$ cat config.mk
export PLATFORM = sky130hd
export DESIGN_NAME = spi_top
export DESIGN_NICKNAME = d
export VERILOG_FILES = /design/src/hw/spi_pkg.sv /design/src/hw/spi_fifo.sv /design/src/hw/spi_apb_regs.sv /design/src/hw/spi_shift_engine.sv /design/src/hw/spi_top.sv
export SDC_FILE = /design/constraint.sdc
export NUM_CORES = 1
export LEC_CHECK = 0
export ABC_AREA = 1
export BUFFER_PORTS_ARGS = -buffer_cell sky130_fd_sc_hd__buf_2
export CAP_MARGIN = 40
export CORE_MARGIN = 5
export CORE_UTILIZATION = 51
export CTS_BUF_LIST = sky130_fd_sc_hd__clkbuf_4 sky130_fd_sc_hd__clkbuf_8 sky130_fd_sc_hd__clkbuf_16
export CTS_CLUSTER_DIAMETER = 50
export DETAILED_ROUTE_END_ITERATION = 6
export GPL_TIMING_DRIVEN = 0
export PLACE_DENSITY = 0.75
export SYNTH_ARGS = -nofsm -noshare
export SYNTH_HDL_FRONTEND = slang
export SYNTH_SLANG_ARGS = --single-unit
$ cat constraint.sdc
create_clock -name clk -period 1.5 [get_ports clk]
set_input_delay 0.3 -clock clk [delete_from_list [all_inputs] [get_ports clk]]
set_output_delay 0.3 -clock clk [all_outputs]
set_load 0.1 [all_outputs]
$ cat src/hw/spi_pkg.sv
`default_nettype none

package spi_pkg;

  // --------------------
  // Data types
  // --------------------

  // One SPI byte
  typedef logic [7:0] byte_t;

  // Transmit queue entry
  typedef struct packed {
    byte_t data;
    // Release chip select after this byte
    logic  last;
  } tx_item_t;

  // Control register, enable in bit 4
  typedef struct packed {
    logic       enable;
    // Half period is clk_div + 1 cycles
    logic [3:0] clk_div;
  } ctrl_t;

  // APB request, driven from outside
  typedef struct packed {
    logic        psel;
    logic        penable;
    logic        pwrite;
    logic [3:0]  paddr;
    logic [31:0] pwdata;
  } apb_req_t;

  // APB response
  typedef struct packed {
    logic [31:0] prdata;
    logic        pready;
    logic        pslverr;
  } apb_rsp_t;

  // --------------------
  // Register map
  // --------------------
  localparam logic [3:0] ADDR_CTRL   = 4'h0;
  localparam logic [3:0] ADDR_STATUS = 4'h4;
  localparam logic [3:0] ADDR_TXDATA = 4'h8;
  localparam logic [3:0] ADDR_RXDATA = 4'hC;

  // Status word bits
  localparam int STATUS_TX_FULL_BIT  = 0;
  localparam int STATUS_RX_EMPTY_BIT = 1;
  localparam int STATUS_BUSY_BIT     = 2;

  // Last flag position in TXDATA writes
  localparam int TXDATA_LAST_BIT = 8;

endpackage

`default_nettype wire

$ cat src/hw/spi_fifo.sv
`timescale 1ns/1ps
`default_nettype none

module spi_fifo #(
  parameter int  FIFO_DEPTH = 4,
  parameter type item_t     = logic [7:0]
) (
  input  logic  clk,
  input  logic  reset_n,
  input  logic  push_valid,
  input  item_t push_item,
  output logic  push_ready,
  output logic  pop_valid,
  output item_t pop_item,
  input  logic  pop_ready
);

  // Address bits, FIFO_DEPTH a power of two
  localparam int ADDR_W = $clog2(FIFO_DEPTH);

  item_t           mem [FIFO_DEPTH];
  // Extra top bit tells full from empty
  logic [ADDR_W:0] wr_ptr;
  logic [ADDR_W:0] rd_ptr;
  logic            full;
  logic            empty;
  logic            do_push;
  logic            do_pop;

  // --------------------
  // Flags
  // --------------------

  // Same slot, wrapped once
  assign full  = (wr_ptr[ADDR_W] != rd_ptr[ADDR_W]) &&
                 (wr_ptr[ADDR_W-1:0] == rd_ptr[ADDR_W-1:0]);
  assign empty = wr_ptr == rd_ptr;

  assign push_ready = !full;
  assign pop_valid  = !empty;

  assign do_push = push_valid && push_ready;
  assign do_pop  = pop_valid && pop_ready;

  // --------------------
  // Storage
  // --------------------
  always_ff @(posedge clk) begin
    if (do_push) begin
      mem[wr_ptr[ADDR_W-1:0]] <= push_item;
    end
  end

  // Head item, shown whether valid or not
  assign pop_item = mem[rd_ptr[ADDR_W-1:0]];

  // Pointers
  always_ff @(posedge clk) begin
    if (!reset_n) begin
      wr_ptr <= '0;
      rd_ptr <= '0;
    end else begin
      if (do_push) begin
        wr_ptr <= wr_ptr + 1'b1;
      end
      if (do_pop) begin
        rd_ptr <= rd_ptr + 1'b1;
      end
    end
  end

endmodule

`default_nettype wire

$ cat src/hw/spi_apb_regs.sv
`timescale 1ns/1ps
`default_nettype none

module spi_apb_regs
  import spi_pkg::*;
(
  input  logic     clk,
  input  logic     reset_n,
  input  apb_req_t apb_req,
  output apb_rsp_t apb_rsp,
  output ctrl_t    ctrl,
  input  logic     busy,
  output logic     tx_push_valid,
  output tx_item_t tx_item,
  input  logic     tx_push_ready,
  input  logic     rx_pop_valid,
  input  byte_t    rx_byte,
  output logic     rx_pop_ready
);

  // --------------------
  // Bus phase decode
  // --------------------
  logic        setup;
  logic        access;
  logic        sel_ctrl;
  logic        sel_status;
  logic        sel_txdata;
  logic        sel_rxdata;
  logic        err;
  logic [31:0] status_word;
  logic [31:0] read_mux;
  logic [31:0] prdata_reg;
  logic        rd_ok_reg;
  ctrl_t       ctrl_reg;

  // First cycle of a transfer
  assign setup  = apb_req.psel && !apb_req.penable;
  // Second cycle, where the access takes effect
  assign access = apb_req.psel && apb_req.penable;

  assign sel_ctrl   = apb_req.paddr == ADDR_CTRL;
  assign sel_status = apb_req.paddr == ADDR_STATUS;
  assign sel_txdata = apb_req.paddr == ADDR_TXDATA;
  assign sel_rxdata = apb_req.paddr == ADDR_RXDATA;

  // --------------------
  // Read path
  // --------------------

  // Status word from FIFO flags and engine state
  always_comb begin
    status_word                      = '0;
    status_word[STATUS_TX_FULL_BIT]  = !tx_push_ready;
    status_word[STATUS_RX_EMPTY_BIT] = !rx_pop_valid;
    status_word[STATUS_BUSY_BIT]     = busy;
  end

  always_comb begin
    case (apb_req.paddr)
      ADDR_CTRL:   read_mux = {{(32 - $bits(ctrl_t)){1'b0}}, ctrl_reg};
      ADDR_STATUS: read_mux = status_word;
      ADDR_RXDATA: read_mux = {24'h0, rx_byte};
      default:     read_mux = '0;
    endcase
  end

  // Read data captured in setup, so it is ready in the access cycle
  always_ff @(posedge clk) begin
    if (setup) begin
      prdata_reg <= read_mux;
    end
  end

  // Receive FIFO state seen in setup
  // Only this block pops, so a valid head stays valid into access
  always_ff @(posedge clk) begin
    if (!reset_n) begin
      rd_ok_reg <= 1'b0;
    end else if (setup) begin
      rd_ok_reg <= rx_pop_valid;
    end
  end

  // --------------------
  // Control register
  // --------------------
  always_ff @(posedge clk) begin
    if (!reset_n) begin
      ctrl_reg <= '0;
    end else if (access && apb_req.pwrite && sel_ctrl) begin
      ctrl_reg <= ctrl_t'(apb_req.pwdata[$bits(ctrl_t)-1:0]);
    end
  end

  assign ctrl = ctrl_reg;

  // --------------------
  // Error decode
  // --------------------
  always_comb begin
    err = 1'b0;
    if (apb_req.pwrite) begin
      if (sel_txdata) begin
        // Full transmit queue
        err = !tx_push_ready;
      end else if (!sel_ctrl) begin
        // Read only or unmapped
        err = 1'b1;
      end
    end else begin
      if (sel_rxdata) begin
        // Nothing received yet
        err = !rd_ok_reg;
      end else if (!sel_ctrl && !sel_status) begin
        // Write only or unmapped
        err = 1'b1;
      end
    end
  end

  // --------------------
  // Queue strobes
  // --------------------

  // One cycle push per TXDATA write, dropped by the FIFO when full
  assign tx_push_valid = access && apb_req.pwrite && sel_txdata;
  assign tx_item       = '{data: apb_req.pwdata[7:0], last: apb_req.pwdata[TXDATA_LAST_BIT]};

  // One cycle pop per good RXDATA read
  assign rx_pop_ready = access && !apb_req.pwrite && sel_rxdata && rd_ok_reg;

  // No wait states
  assign apb_rsp = '{prdata: prdata_reg, pready: 1'b1, pslverr: access && err};

endmodule

`default_nettype wire

$ cat src/hw/spi_shift_engine.sv
`timescale 1ns/1ps
`default_nettype none

module spi_shift_engine
  import spi_pkg::*;
(
  input  logic     clk,
  input  logic     reset_n,
  input  ctrl_t    ctrl,
  output logic     busy,
  input  logic     tx_valid,
  input  tx_item_t tx_item,
  output logic     tx_ready,
  output logic     rx_valid,
  output byte_t    rx_byte,
  input  logic     rx_ready,
  output logic     spi_ss_n,
  output logic     spi_sck,
  output logic     spi_mosi,
  input  logic     spi_miso
);

  // --------------------
  // Registers and wires
  // --------------------
  typedef enum logic [2:0] {
    ST_IDLE,
    ST_SELECT,
    ST_HIGH,
    ST_LOW,
    ST_GAP
  } state_t;

  state_t     state_reg;
  state_t     state_new;
  logic [3:0] hp_cnt_reg;
  logic [2:0] bit_cnt_reg;
  byte_t      shift_reg;
  logic       last_reg;
  logic       ss_n_reg;
  logic       sck_reg;
  logic       rx_valid_reg;
  logic       miso_meta_reg;
  logic       miso_sync_reg;
  logic       hp_done;
  logic       start;

  // End of a half period, >= in case clk_div shrinks mid phase
  assign hp_done = hp_cnt_reg >= ctrl.clk_div;

  // Take an item only between bytes, with room for its reply
  assign tx_ready = ((state_reg == ST_IDLE) || (state_reg == ST_GAP)) &&
                    ctrl.enable && rx_ready && !rx_valid_reg;
  assign start    = tx_valid && tx_ready;

  assign busy     = state_reg != ST_IDLE;
  assign spi_ss_n = ss_n_reg;
  assign spi_sck  = sck_reg;
  // MSB first
  assign spi_mosi = shift_reg[7];
  assign rx_valid = rx_valid_reg;
  assign rx_byte  = shift_reg;

  // --------------------
  // Next state
  // --------------------
  always_comb begin
    state_new = state_reg;
    case (state_reg)
      ST_IDLE: begin
        if (start) begin
          state_new = ST_SELECT;
        end
      end
      // One cycle of select before the first rise
      ST_SELECT: state_new = ST_HIGH;
      ST_HIGH: begin
        if (hp_done) begin
          state_new = ST_LOW;
        end
      end
      ST_LOW: begin
        if (hp_done) begin
          if (bit_cnt_reg != 3'd7) begin
            state_new = ST_HIGH;
          end else if (last_reg) begin
            state_new = ST_IDLE;
          end else begin
            // Burst continues, select held
            state_new = ST_GAP;
          end
        end
      end
      ST_GAP: begin
        if (start) begin
          state_new = ST_HIGH;
        end
      end
      default: state_new = ST_IDLE;
    endcase
  end

  // MISO synchronizer, no reset needed
  always_ff @(posedge clk) begin
    miso_meta_reg <= spi_miso;
    miso_sync_reg <= miso_meta_reg;
  end

  // --------------------
  // Datapath payload
  // --------------------
  always_ff @(posedge clk) begin
    if (start) begin
      shift_reg <= tx_item.data;
      last_reg  <= tx_item.last;
    end else if (state_reg == ST_HIGH && hp_done) begin
      // Sample on the falling edge
      shift_reg <= {shift_reg[6:0], miso_sync_reg};
    end
  end

  // --------------------
  // Control registers
  // --------------------
  always_ff @(posedge clk) begin
    if (!reset_n) begin
      state_reg    <= ST_IDLE;
      hp_cnt_reg   <= '0;
      bit_cnt_reg  <= '0;
      ss_n_reg     <= 1'b1;
      sck_reg      <= 1'b0;
      rx_valid_reg <= 1'b0;
    end else begin
      state_reg <= state_new;

      // Half period counter runs only while clocking
      if ((state_reg == ST_HIGH || state_reg == ST_LOW) && !hp_done) begin
        hp_cnt_reg <= hp_cnt_reg + 1'b1;
      end else begin
        hp_cnt_reg <= '0;
      end

      if (rx_valid_reg && rx_ready) begin
        rx_valid_reg <= 1'b0;
      end

      case (state_reg)
        ST_IDLE: begin
          if (start) begin
            ss_n_reg    <= 1'b0;
            bit_cnt_reg <= '0;
          end
        end
        ST_SELECT: sck_reg <= 1'b1;
        ST_HIGH: begin
          if (hp_done) begin
            sck_reg <= 1'b0;
            // Byte complete after the eighth fall
            if (bit_cnt_reg == 3'd7) begin
              rx_valid_reg <= 1'b1;
            end
          end
        end
        ST_LOW: begin
          if (hp_done) begin
            if (bit_cnt_reg != 3'd7) begin
              sck_reg     <= 1'b1;
              bit_cnt_reg <= bit_cnt_reg + 1'b1;
            end else if (last_reg) begin
              ss_n_reg <= 1'b1;
            end
          end
        end
        ST_GAP: begin
          if (start) begin
            sck_reg     <= 1'b1;
            bit_cnt_reg <= '0;
          end
        end
        default: ;
      endcase
    end
  end

endmodule

`default_nettype wire

$ cat src/hw/spi_top.sv
`timescale 1ns/1ps
`default_nettype none

module spi_top
  import spi_pkg::*;
#(
  parameter int FIFO_DEPTH = 4
) (
  input  logic     clk,
  input  logic     reset_n,
  input  apb_req_t apb_req,
  output apb_rsp_t apb_rsp,
  output logic     spi_ss_n,
  output logic     spi_sck,
  output logic     spi_mosi,
  input  logic     spi_miso
);

  // --------------------
  // Interconnect
  // --------------------
  ctrl_t    ctrl;
  logic     busy;

  // Register block to transmit FIFO
  logic     tx_push_valid;
  logic     tx_push_ready;
  tx_item_t tx_push_item;

  // Transmit FIFO to engine
  logic     tx_pop_valid;
  logic     tx_pop_ready;
  tx_item_t tx_pop_item;

  // Engine to receive FIFO
  logic     rx_push_valid;
  logic     rx_push_ready;
  byte_t    rx_push_item;

  // Receive FIFO to register block
  logic     rx_pop_valid;
  logic     rx_pop_ready;
  byte_t    rx_pop_item;

  spi_apb_regs i_regs (
    .clk           (clk),
    .reset_n       (reset_n),
    .apb_req       (apb_req),
    .apb_rsp       (apb_rsp),
    .ctrl          (ctrl),
    .busy          (busy),
    .tx_push_valid (tx_push_valid),
    .tx_item       (tx_push_item),
    .tx_push_ready (tx_push_ready),
    .rx_pop_valid  (rx_pop_valid),
    .rx_byte       (rx_pop_item),
    .rx_pop_ready  (rx_pop_ready)
  );

  spi_fifo #(
    .FIFO_DEPTH (FIFO_DEPTH),
    .item_t     (tx_item_t)
  ) i_tx_fifo (
    .clk        (clk),
    .reset_n    (reset_n),
    .push_valid (tx_push_valid),
    .push_item  (tx_push_item),
    .push_ready (tx_push_ready),
    .pop_valid  (tx_pop_valid),
    .pop_item   (tx_pop_item),
    .pop_ready  (tx_pop_ready)
  );

  spi_fifo #(
    .FIFO_DEPTH (FIFO_DEPTH),
    .item_t     (byte_t)
  ) i_rx_fifo (
    .clk        (clk),
    .reset_n    (reset_n),
    .push_valid (rx_push_valid),
    .push_item  (rx_push_item),
    .push_ready (rx_push_ready),
    .pop_valid  (rx_pop_valid),
    .pop_item   (rx_pop_item),
    .pop_ready  (rx_pop_ready)
  );

  spi_shift_engine i_engine (
    .clk      (clk),
    .reset_n  (reset_n),
    .ctrl     (ctrl),
    .busy     (busy),
    .tx_valid (tx_pop_valid),
    .tx_item  (tx_pop_item),
    .tx_ready (tx_pop_ready),
    .rx_valid (rx_push_valid),
    .rx_byte  (rx_push_item),
    .rx_ready (rx_push_ready),
    .spi_ss_n (spi_ss_n),
    .spi_sck  (spi_sck),
    .spi_mosi (spi_mosi),
    .spi_miso (spi_miso)
  );

endmodule

`default_nettype wire

Yosys cells after proc, flatten, opt, wreduce, memory -nomap -nowiden. Memory sizes are Yosys's and may differ from the RTL's. A register that Yosys moved wholly into a read port is not among the register bits. Index checks and enable logic that the tools add are counted.

Bits of input ports: 42. Bits in writable memories: 68. Memories: 2. Output and inout bits: 37. Register bits after elaboration: 74.

Muxes and demuxes: 41. Reductions and logical operators: 47. $add $sub $neg: 6. Equal/unequal tests: 23. $lt $le $gt $ge: 1.

Memories: i_tx_fifo.mem (words 4, bits a word 9, rd ports 1, clocked after Yosys merged registers in 1, wr ports 1, line spi_fifo.sv:21) `item_t mem [FIFO_DEPTH];`; i_rx_fifo.mem (words 4, bits a word 8, rd ports 1, clocked after Yosys merged registers in 1, wr ports 1, line spi_fifo.sv:21).

Operator list (count): 2-to-1 mux 3 bit (9); one-hot mux 8 bit (3 select lines) (1); logical AND 1 bit (21); 2-to-1 mux 1 bit (21); 2-to-1 mux 8 bit (2); adder 3 x 1 -> 3 bit, second input constant (5); one-hot mux 3 bit (5 select lines) (1); inequality test 2 x 1 -> 1 bit, second input constant (7); zero test 1 bit (11); AND reduction 5 bit (2); equality test 4 bit, second input constant (2); 2-to-1 mux 2 bit (4); AND reduction 4 bit (2); equality test 3 x 2 -> 1 bit, second input constant (2); equality test 3 bit (2); equality test 3 bit, second input constant (2); one-hot mux 3 bit (2 select lines) (1); nonzero test 2 bit (3); adder 4 x 1 -> 4 bit, second input constant (1); equality test 2 bit (2); equality test 4 x 3 -> 1 bit, second input constant (1); greater-or-equal comparator 4 bit (1); zero test 4 bit (1); one-hot mux 1 bit (4 select lines) (1); 11 further kinds (13).

Longest topological paths before layout. Gate-level depths: netlist of run 1.

Depth in word-level cells: 8. Mapped depth: 12. Mapped depth without buffers: 12.

Hierarchy. Synthesis of run 1 repeated with hierarchy kept, for this count alone.

Cell total of the unflattened synthesis: 596. Area, all modules: 5769.3 µm².

Modules (own cells, without submodules): spi_fifo at i_tx_fifo (cells each 159, area each 1823.0 µm², times used 1); spi_fifo at i_rx_fifo (cells each 148, area each 1675.4 µm², times used 1); spi_shift_engine (cells each 157, area each 1273.7 µm², times used 1); spi_apb_regs (cells each 132, area each 997.2 µm², times used 1).

Worst setup path after synthesis of run 1. Ideal clock, no wire load.

Path type: input to output. Start: input port apb_req[36] (netlist bit). End: output port apb_rsp[0] (netlist bit). Stages: 4. Arrival time: 2.669 ns. Slack: -1.469 ns. Path buffers: 0. Path through: nand3b_1 inv_1 nand2_1 o21ai_0.

RTL lines: from (decl) (line spi_top.sv:11) `input apb_req_t apb_req,`; to (decl) (line spi_top.sv:12) `output apb_rsp_t apb_rsp,`.

==> impl_metrics.json, run 1 <==
{
  "run_status": "complete, but fails checks",
  "violations_in_the_final_reports": "negative setup slack",
  "cp_common_cell": "sky130_fd_sc_hd__nand4_1",
  "initial_core_utilization_pct": 52.1,
  "finalHoldWorstSlack_ns": 0.0305,
  "worst_setup_path_start_kind": "flop",
  "grt_start_max_net_pins": 17,
  "placement_rows": 37,
  "final_worst_path_cycle_share_pct": 139,
  "drt_pass1_iterations": 5,
  "critical_path_class": "flop to output port",
  "vias_per_cell": 5.22,
  "r2r_cells": 7,
  "numCtsBuffers": 17,
  "timing.critical_path.required_ns": 1.20,
  "switching_power_mw": 2.21,
  "cp_slowest_stage_delay_ns": 0.35,
  "finalWorstPathRequiredPeriod_ns": 2.08,
  "layout-drive-gt1-share_pct": 35.2,
  "routed_wire_length_per_instance_um": 16.6,
  "layout-area-overhead-vs-synth_pct": 34.4,
  "avgSynthCellArea_um2": 10.2,
  "critical_path.max_fanout": 4,
  "placed_area_mm2": 0.00587,
  "drc": 0,
  "total_power_mw": 8.25,
  "num-nets-final": 699,
  "holdCritPathClass": "input pin to flop",
  "yosys_reg_bits": 122,
  "report.final.setup_viol": 89,
  "gp_congestion": 0.895,
  "synth_largest_type_area_fraction_pct": 47.5,
  "relative_max_transition_margin_pct": 45.8,
  "antenna_left": 0,
  "final-hold-violation-count": 0,
  "timing.hold.worst_endpoint": "i_tx_fifo.mem[0][3]",
  "num_antenna_cells": 0,
  "insertion_delay_ns": 0.52,
  "core_mm2": 0.0103,
  "timing.hold.worst.start": "apb_req[2]",
  "synthTopCellsByArea": "sky130_fd_sc_hd__edfxtp_1, sky130_fd_sc_hd__dfxtp_1, sky130_fd_sc_hd__nand2_1",
  "die_w_um": 113,
  "cts_num_sinks": 122,
  "worst_hold_depth": 1,
  "path_clk_slew_ns": 0.06,
  "yosys_warnings": 0,
  "cts_htree_levels": 4,
  "internal_power_mw": 6.04,
  "drt-total-wl_um": 13100,
  "grt.overflow.total": 0,
  "timing_max_transition_violations_final": 0,
  "cell_taking_the_most_area_after_synthesis": "sky130_fd_sc_hd__edfxtp_1",
  "power.share.combinational_pct": 10.0,
  "switching_share_pct": 26.8,
  "dp_worst_setup_slack_ns": -0.736,
  "detail_route.iter0.violations": 351,
  "crit_path_cell_trace": "inv_2 -> nand2_1 -> nand2_2 -> nand4_1 -> nand4_1 -> nand3_2 -> o21ai_4 -> buf_12",
  "place.port_buffers": 30,
  "pwr_density_cell_mw_per_mm2": 1140,
  "share_clk_of_total_power_pct": 45.8,
  "timing.clock.skew_ns": 0.00876,
  "design_area_mm2": 0.00722,
  "grt_first_pass_wirelength_um": 18400,
  "dieArea_mm2": 0.0127,
  "post-dp-hpwl_um": 7120,
  "reg2reg_slack_ns": -0.32,
  "vdd_drop_max_uv": 1130,
  "max-clock-path-buffers": 2,
  "arrival_ns": 1.78,
  "worst_r2r_startpoint": "i_engine.bit_cnt_reg[0]",
  "largest_register_ff_count": 36,
  "cp-end-kind": "output port",
  "synthCells": 526,
  "postLayoutSetupSlackWorst_ns": -0.579,
  "first_global_vias": 3728,
  "count_of_maximum_capacitance_violations": 0,
  "vias": 4120,
  "antenna_found_initial": 0,
  "setup_repair_after_global_routing_missed_its_margin": "yes",
  "post_synth_num_cell_types": 34,
  "power.static_leakage_nw": 2.85,
  "sequential_share_of_power_pct": 44.2,
  "cell_area_after_technology_mapping_mm2": 0.00537,
  "gr-usage-all-layers_pct": 18.6,
  "cts_tree": "built",
  "cp_max_delay_cell": "sky130_fd_sc_hd__dfxtp_2",
  "rr_endpoint": "i_engine.state_reg[1]",
  "clk_root_buf": "sky130_fd_sc_hd__clkbuf_8",
  "finalCoreUtilization_pct": 70.0,
  "chipHeight_um": 113,
  "max_freq_mhz": 481,
  "tightestPinTransition_ns": 0.810,
  "synth_sequential_area_ratio_pct": 61.3,
  "io_pins": 79
}
worst max path at each step:
stage                   startpoint             endpoint  slack (ns)  cells past startpoint
3_3_place_gp           apb_req[33]  i_tx_fifo.mem[0][8]       -0.71                      6
2_1_floorplan  i_tx_fifo.wr_ptr[1]  i_tx_fifo.mem[0][0]       -0.14                      6
3_5_place_dp           apb_req[33]  i_tx_fifo.mem[1][8]       -0.74                      6
5_1_grt        i_tx_fifo.wr_ptr[0]           apb_rsp[0]       -0.66                      8
6_report       i_tx_fifo.wr_ptr[0]           apb_rsp[0]       -0.58                      8
4_1_cts        i_tx_fifo.wr_ptr[0]           apb_rsp[0]       -0.54                      8
timing repair:
action | 4_1_cts | 5_1_grt
hold endpoints to repair | 17 | 0
resized for setup | 69 | 55
setup endpoints to repair | 110 | 109
pin swaps | 17 | 18
gates cloned | 1 | 1
hold buffers | 5 | 0
setup buffers | 20 | 16
cell usage after synthesis (all sizes together):
library cell  number
xor2               3
clkbuf             6
nand3b             1
or2                3
clkinv             1
nand4              6
dfxtp             37
conb               2
nand2             86
o22ai             14
buf               30
edfxtp            85
inv               52
ha                17
a21oi             31
nor3b              1
nor2              69
nor3               3
o21ai             50
nand3             24
o211ai             3
xnor2              2
metrics by stage:
stage / TNS [ns] / instances
finish: -7.12 / 789
global route: -12.92 / 789
CTS: -1.71 / 773
floorplan: -3.80 / 549
detailed placement: -33.03 / 716
global placement: -34.31 / 715
power groups by stage:
stage / clock network, mW / registers, mW / logic [mW]
3_5_place_dp: 0 / 3.71 / 0.707
2_1_floorplan: 0 / 3.82 / 0.499
4_1_cts: 3.81 / 3.64 / 0.756
5_1_grt: 4.00 / 3.65 / 0.861
6_report: 3.78 / 3.65 / 0.825
3_3_place_gp: 0 / 3.71 / 0.701
final cells by class:
type	instances	area [um^2]
timing repair buffer	73	637
multi-input combinational	338	2050
fill	682	3100
clock buffer	17	414
tap	136	170
buffer	35	272
clock inverter	15	145
inverter	53	205
sequential	122	3330
cell usage in the layout (no fill, tap or decap), types with 3 or more instances in the layout:
cell type                       Yosys  final
sky130_fd_sc_hd__inv_2              1     12
sky130_fd_sc_hd__conb_1             2     25
sky130_fd_sc_hd__xor2_1             3      3
sky130_fd_sc_hd__o22ai_1           14     14
sky130_fd_sc_hd__nand4_1            6      6
sky130_fd_sc_hd__nand3_2            2      7
sky130_fd_sc_hd__a21oi_2            2      4
sky130_fd_sc_hd__ha_1              17     14
sky130_fd_sc_hd__nand2_8            0      3
sky130_fd_sc_hd__buf_2              2     18
sky130_fd_sc_hd__dfxtp_2            0     18
sky130_fd_sc_hd__buf_6              2      4
sky130_fd_sc_hd__o211ai_1           3      3
sky130_fd_sc_hd__a21oi_1           29     26
sky130_fd_sc_hd__inv_1             51     38
sky130_fd_sc_hd__o21ai_1            2      4
sky130_fd_sc_hd__nand3_4            0      5
sky130_fd_sc_hd__clkbuf_16          0     17
sky130_fd_sc_hd__buf_4             26     64
sky130_fd_sc_hd__clkinvlp_4         0      4
sky130_fd_sc_hd__nor2_2             2      4
sky130_fd_sc_hd__clkbuf_2           0      4
sky130_fd_sc_hd__clkinv_4           0      5
sky130_fd_sc_hd__nand2_2            0     15
sky130_fd_sc_hd__dfxtp_1           37     16
sky130_fd_sc_hd__nand2_1           84     65
sky130_fd_sc_hd__nand3_1           22     12
sky130_fd_sc_hd__o21ai_0           47     43
sky130_fd_sc_hd__dfxtp_4            0      3
sky130_fd_sc_hd__nor2_1            66     56
sky130_fd_sc_hd__nor2_4             1      9
sky130_fd_sc_hd__buf_12             0      8
sky130_fd_sc_hd__dlygate4sd3_1      0      5
sky130_fd_sc_hd__nand2_4            2      3
sky130_fd_sc_hd__ha_4               0      3
sky130_fd_sc_hd__edfxtp_1          85     85
logic make-up after synthesis:
group / synth area share (%)
other cells: 0.140
flops: 61.3
simple gates: 15.6
buf+inv: 8.36
compound gates: 9.80
xor+xnor: 0.815
fa+ha+maj: 3.96
metal layers:
layer  track usage [%]  vias up  part of all wire, %
li1                  -     1967                    -
met1              22.3     1902                   38
met2              32.8      214                   50
met3              4.74       37                  8.7
met4              6.01        0                  2.9
met5                 0        -                    0
worst max-delay path: cells and delay by family (launching register included):
| family | cells | cell delay, ns |
|---|---|---|
| AOI/OAI and AO/OA | 1 | 0.08 |
| buffers and inverters | 2 | 0.26 |
| DFF | 1 | 0.35 |
| and+or+nand+nor | 5 | 0.59 |
Note: power is estimated with default switching activity, not from simulation.
==> run 2, diff against run 1 <==
CELL_PAD_IN_SITES_DETAIL_PLACEMENT = 1   (was default)
CELL_PAD_IN_SITES_GLOBAL_PLACEMENT = 2   (was default)
CORE_UTILIZATION = 33   (was 51)
PLACE_DENSITY = default   (was 0.75)
PLACE_DENSITY_LB_ADDON = 0.1   (was default)
==> run 2 against run 1 <==
- the run still ends with negative setup slack left
- design area is 6.2% higher
- sequential cell count stayed put
- clock skew is 0.0012 ns lower
- non-clock buffer count is 19 higher
- via count is 1.8% lower
- highest routed layer unchanged
- cell count is 13% higher
- first-iteration DRC count is 54% lower
- largest cell class unchanged
- sequential share of layout area is 2.5 points lower
==> impl_metrics.json, run 2 (synthesis gave the netlist of run 1 again) <==
{
  "critical_path_class": "flop to output port",
  "placed_area_mm2": 0.00598,
  "drt-total-wl_um": 14300,
  "crit_path_cell_trace": "inv_2 -> nand2_1 -> nand2_1 -> nand4_1 -> buf_6 -> nand4_1 -> nand3_2 -> o21ai_4 -> buf_12",
  "dieArea_mm2": 0.0189,
  "layout-area-overhead-vs-synth_pct": 42.8,
  "commonest_cells_after_routing_fill_and_taps_aside": "sky130_fd_sc_hd__edfxtp_1, sky130_fd_sc_hd__buf_4, sky130_fd_sc_hd__nor2_1",
  "rr_endpoint": "i_rx_fifo.mem[3][6]",
  "io_pins": 79,
  "numCtsBuffers": 17,
  "antenna_left": 0,
  "final-hold-violation-count": 0,
  "timing.critical_path.required_ns": 1.20,
  "cts_num_sinks": 122,
  "antenna_found_initial": 0,
  "core_mm2": 0.0159,
  "clk_root_buf": "sky130_fd_sc_hd__clkbuf_16",
  "num_antenna_cells": 0,
  "drc": 0,
  "worst_setup_path_start_kind": "flop",
  "first_global_vias": 4214,
  "timing_max_transition_violations_final": 0,
  "violations_in_the_final_reports": "negative setup slack",
  "timing.clock.skew_ns": 0.00755,
  "timing.hold.worst_endpoint": "i_tx_fifo.mem[0][6]",
  "detailroute.wirelength.met2_um": 7400,
  "holdCritPathClass": "input pin to flop",
  "grt_start_max_net_pins": 17,
  "critical_path.max_fanout": 3,
  "drt_pass1_iterations": 5,
  "initial_core_utilization_pct": 33.7,
  "arrival_ns": 1.62,
  "max-clock-path-buffers": 2,
  "largest_register_ff_count": 36,
  "vias_per_cell": 4.55,
  "place.port_buffers": 30,
  "placedCellCount": 797,
  "layout-drive-gt1-share_pct": 42.0,
  "tightestPinTransition_ns": 0.850,
  "vias": 4044,
  "detail_route.iter0.violations": 160,
  "max_freq_mhz": 520,
  "fillers": 1768,
  "relative_max_transition_margin_pct": 43.1,
  "wl_met3_um": 439,
  "postLayoutSetupSlackWorst_ns": -0.424,
  "count_of_maximum_capacitance_violations": 0,
  "gr-usage-all-layers_pct": 15.6,
  "topRoutingLayerUsed": "met4",
  "cp_max_delay_cell": "sky130_fd_sc_hd__dfxtp_2",
  "post-dp-hpwl_um": 9440,
  "routed_wire_length_per_instance_um": 16.1,
  "grt_first_pass_wirelength_um": 22300,
  "wirelength_met1_um": 6230,
  "pwr_density_cell_mw_per_mm2": 1090,
  "finalHoldWorstSlack_ns": 0.104,
  "reg2reg_slack_ns": -0.14,
  "cp_slowest_stage_delay_ns": 0.33,
  "vdd_drop_max_uv": 796,
  "cp-end-kind": "output port",
  "setup_repair_after_global_routing_missed_its_margin": "yes",
  "power.static_leakage_nw": 2.99,
  "worst_r2r_startpoint": "i_rx_fifo.rd_ptr[2]",
  "report.final.setup_viol": 95,
  "r2r_cells": 10,
  "post_layout_nonfiller_instances": 888,
  "die_w_um": 138,
  "cts_htree_levels": 4,
  "cts_tree": "built",
  "grt.overflow.total": 0,
  "dp_worst_setup_slack_ns": -0.781,
  "run_status": "complete, but fails checks",
  "finalWorstPathRequiredPeriod_ns": 1.92,
  "finalCoreUtilization_pct": 48.1,
  "insertion_delay_ns": 0.41,
  "path_clk_slew_ns": 0.05,
  "mostFrequentLayoutCell": "sky130_fd_sc_hd__edfxtp_1",
  "final_worst_path_cycle_share_pct": 128,
  "gp_congestion": 0.778,
  "placement_rows": 46,
  "worst_hold_depth": 1,
  "design_area_mm2": 0.00767,
  "num-nets-final": 718,
  "chipHeight_um": 138,
  "timing.hold.worst.start": "apb_req[5]"
}
run 2: cell count changes in the layout (fill, tap and decap cells not counted), moves of 7 or more:
cell	change
sky130_fd_sc_hd__a21oi_2	+8
sky130_fd_sc_hd__nand2_2	+7
sky130_fd_sc_hd__clkbuf_4	+9
sky130_fd_sc_hd__buf_6	+17
sky130_fd_sc_hd__nand2_1	-10
sky130_fd_sc_hd__a21oi_1	-8
run 2: metal layers:
layer	track usage (%)	vias up
li1	-	2016
met3	3.62	18
met5	0	-
met1	19.4	1961
met2	26.5	49
met4	5.43	0
run 2: cell type report:
type | count | area, um^2 | area share [%]
clock inverters | 10 | 95.1 | 1.24
flip-flops and latches | 122 | 3340 | 43.6
multi-input cells | 338 | 2160 | 28.2
clock buffers | 22 | 475 | 6.20
plain buffers | 35 | 275 | 3.59
inverters | 53 | 210 | 2.74
well taps | 216 | 270 | 3.52
repair buffers | 92 | 842 | 11.0
run 2: worst max path at each step:
stage / startpoint / to / slack, ns / cells past startpoint
CTS: i_tx_fifo.wr_ptr[0] / apb_rsp[0] / -0.46 / 9
finish: i_tx_fifo.wr_ptr[1] / apb_rsp[0] / -0.42 / 9
global route: i_tx_fifo.rd_ptr[1] / apb_rsp[0] / -0.50 / 9
floorplan: i_tx_fifo.wr_ptr[1] / i_tx_fifo.mem[0][0] / -0.14 / 6
global placement: apb_req[33] / i_tx_fifo.mem[0][1] / -0.84 / 6
detailed placement: apb_req[33] / i_tx_fifo.mem[1][7] / -0.78 / 6
run 2: repair_timing:
item / in CTS / in global routing
hold buffers: 1 / 0
buffers inserted: 40 / 17
resized for setup: 91 / 87
endpoints found under the hold margin: 1 / 0
pin swaps: 28 / 32
setup endpoints to repair: 113 / 101
gates cloned: 2 / 1
run 2: critical path, delay by kind of cell (launching register included):
family | cells | cell delay (ns)
buffers and inverters | 3 | 0.40
DFF | 1 | 0.33
AOI/OAI and AO/OA | 1 | 0.09
and+or+nand+nor | 5 | 0.40
run 2: where the power goes:
group,switching (mW),internal [mW],leakage (nW)
combinational,0.643,0.201,1.64
clock,1.47,2.41,0.269
sequential,0.0239,3.61,1.08
run 2: stage by stage:
step	total power, mW	setup TNS (ns)
after floorplan	4.32	-3.80
after global placement	4.43	-45.98
after detailed placement	4.44	-45.29
after CTS	8.41	-1.66
after global routing	8.67	-11.32
final	8.36	-4.23
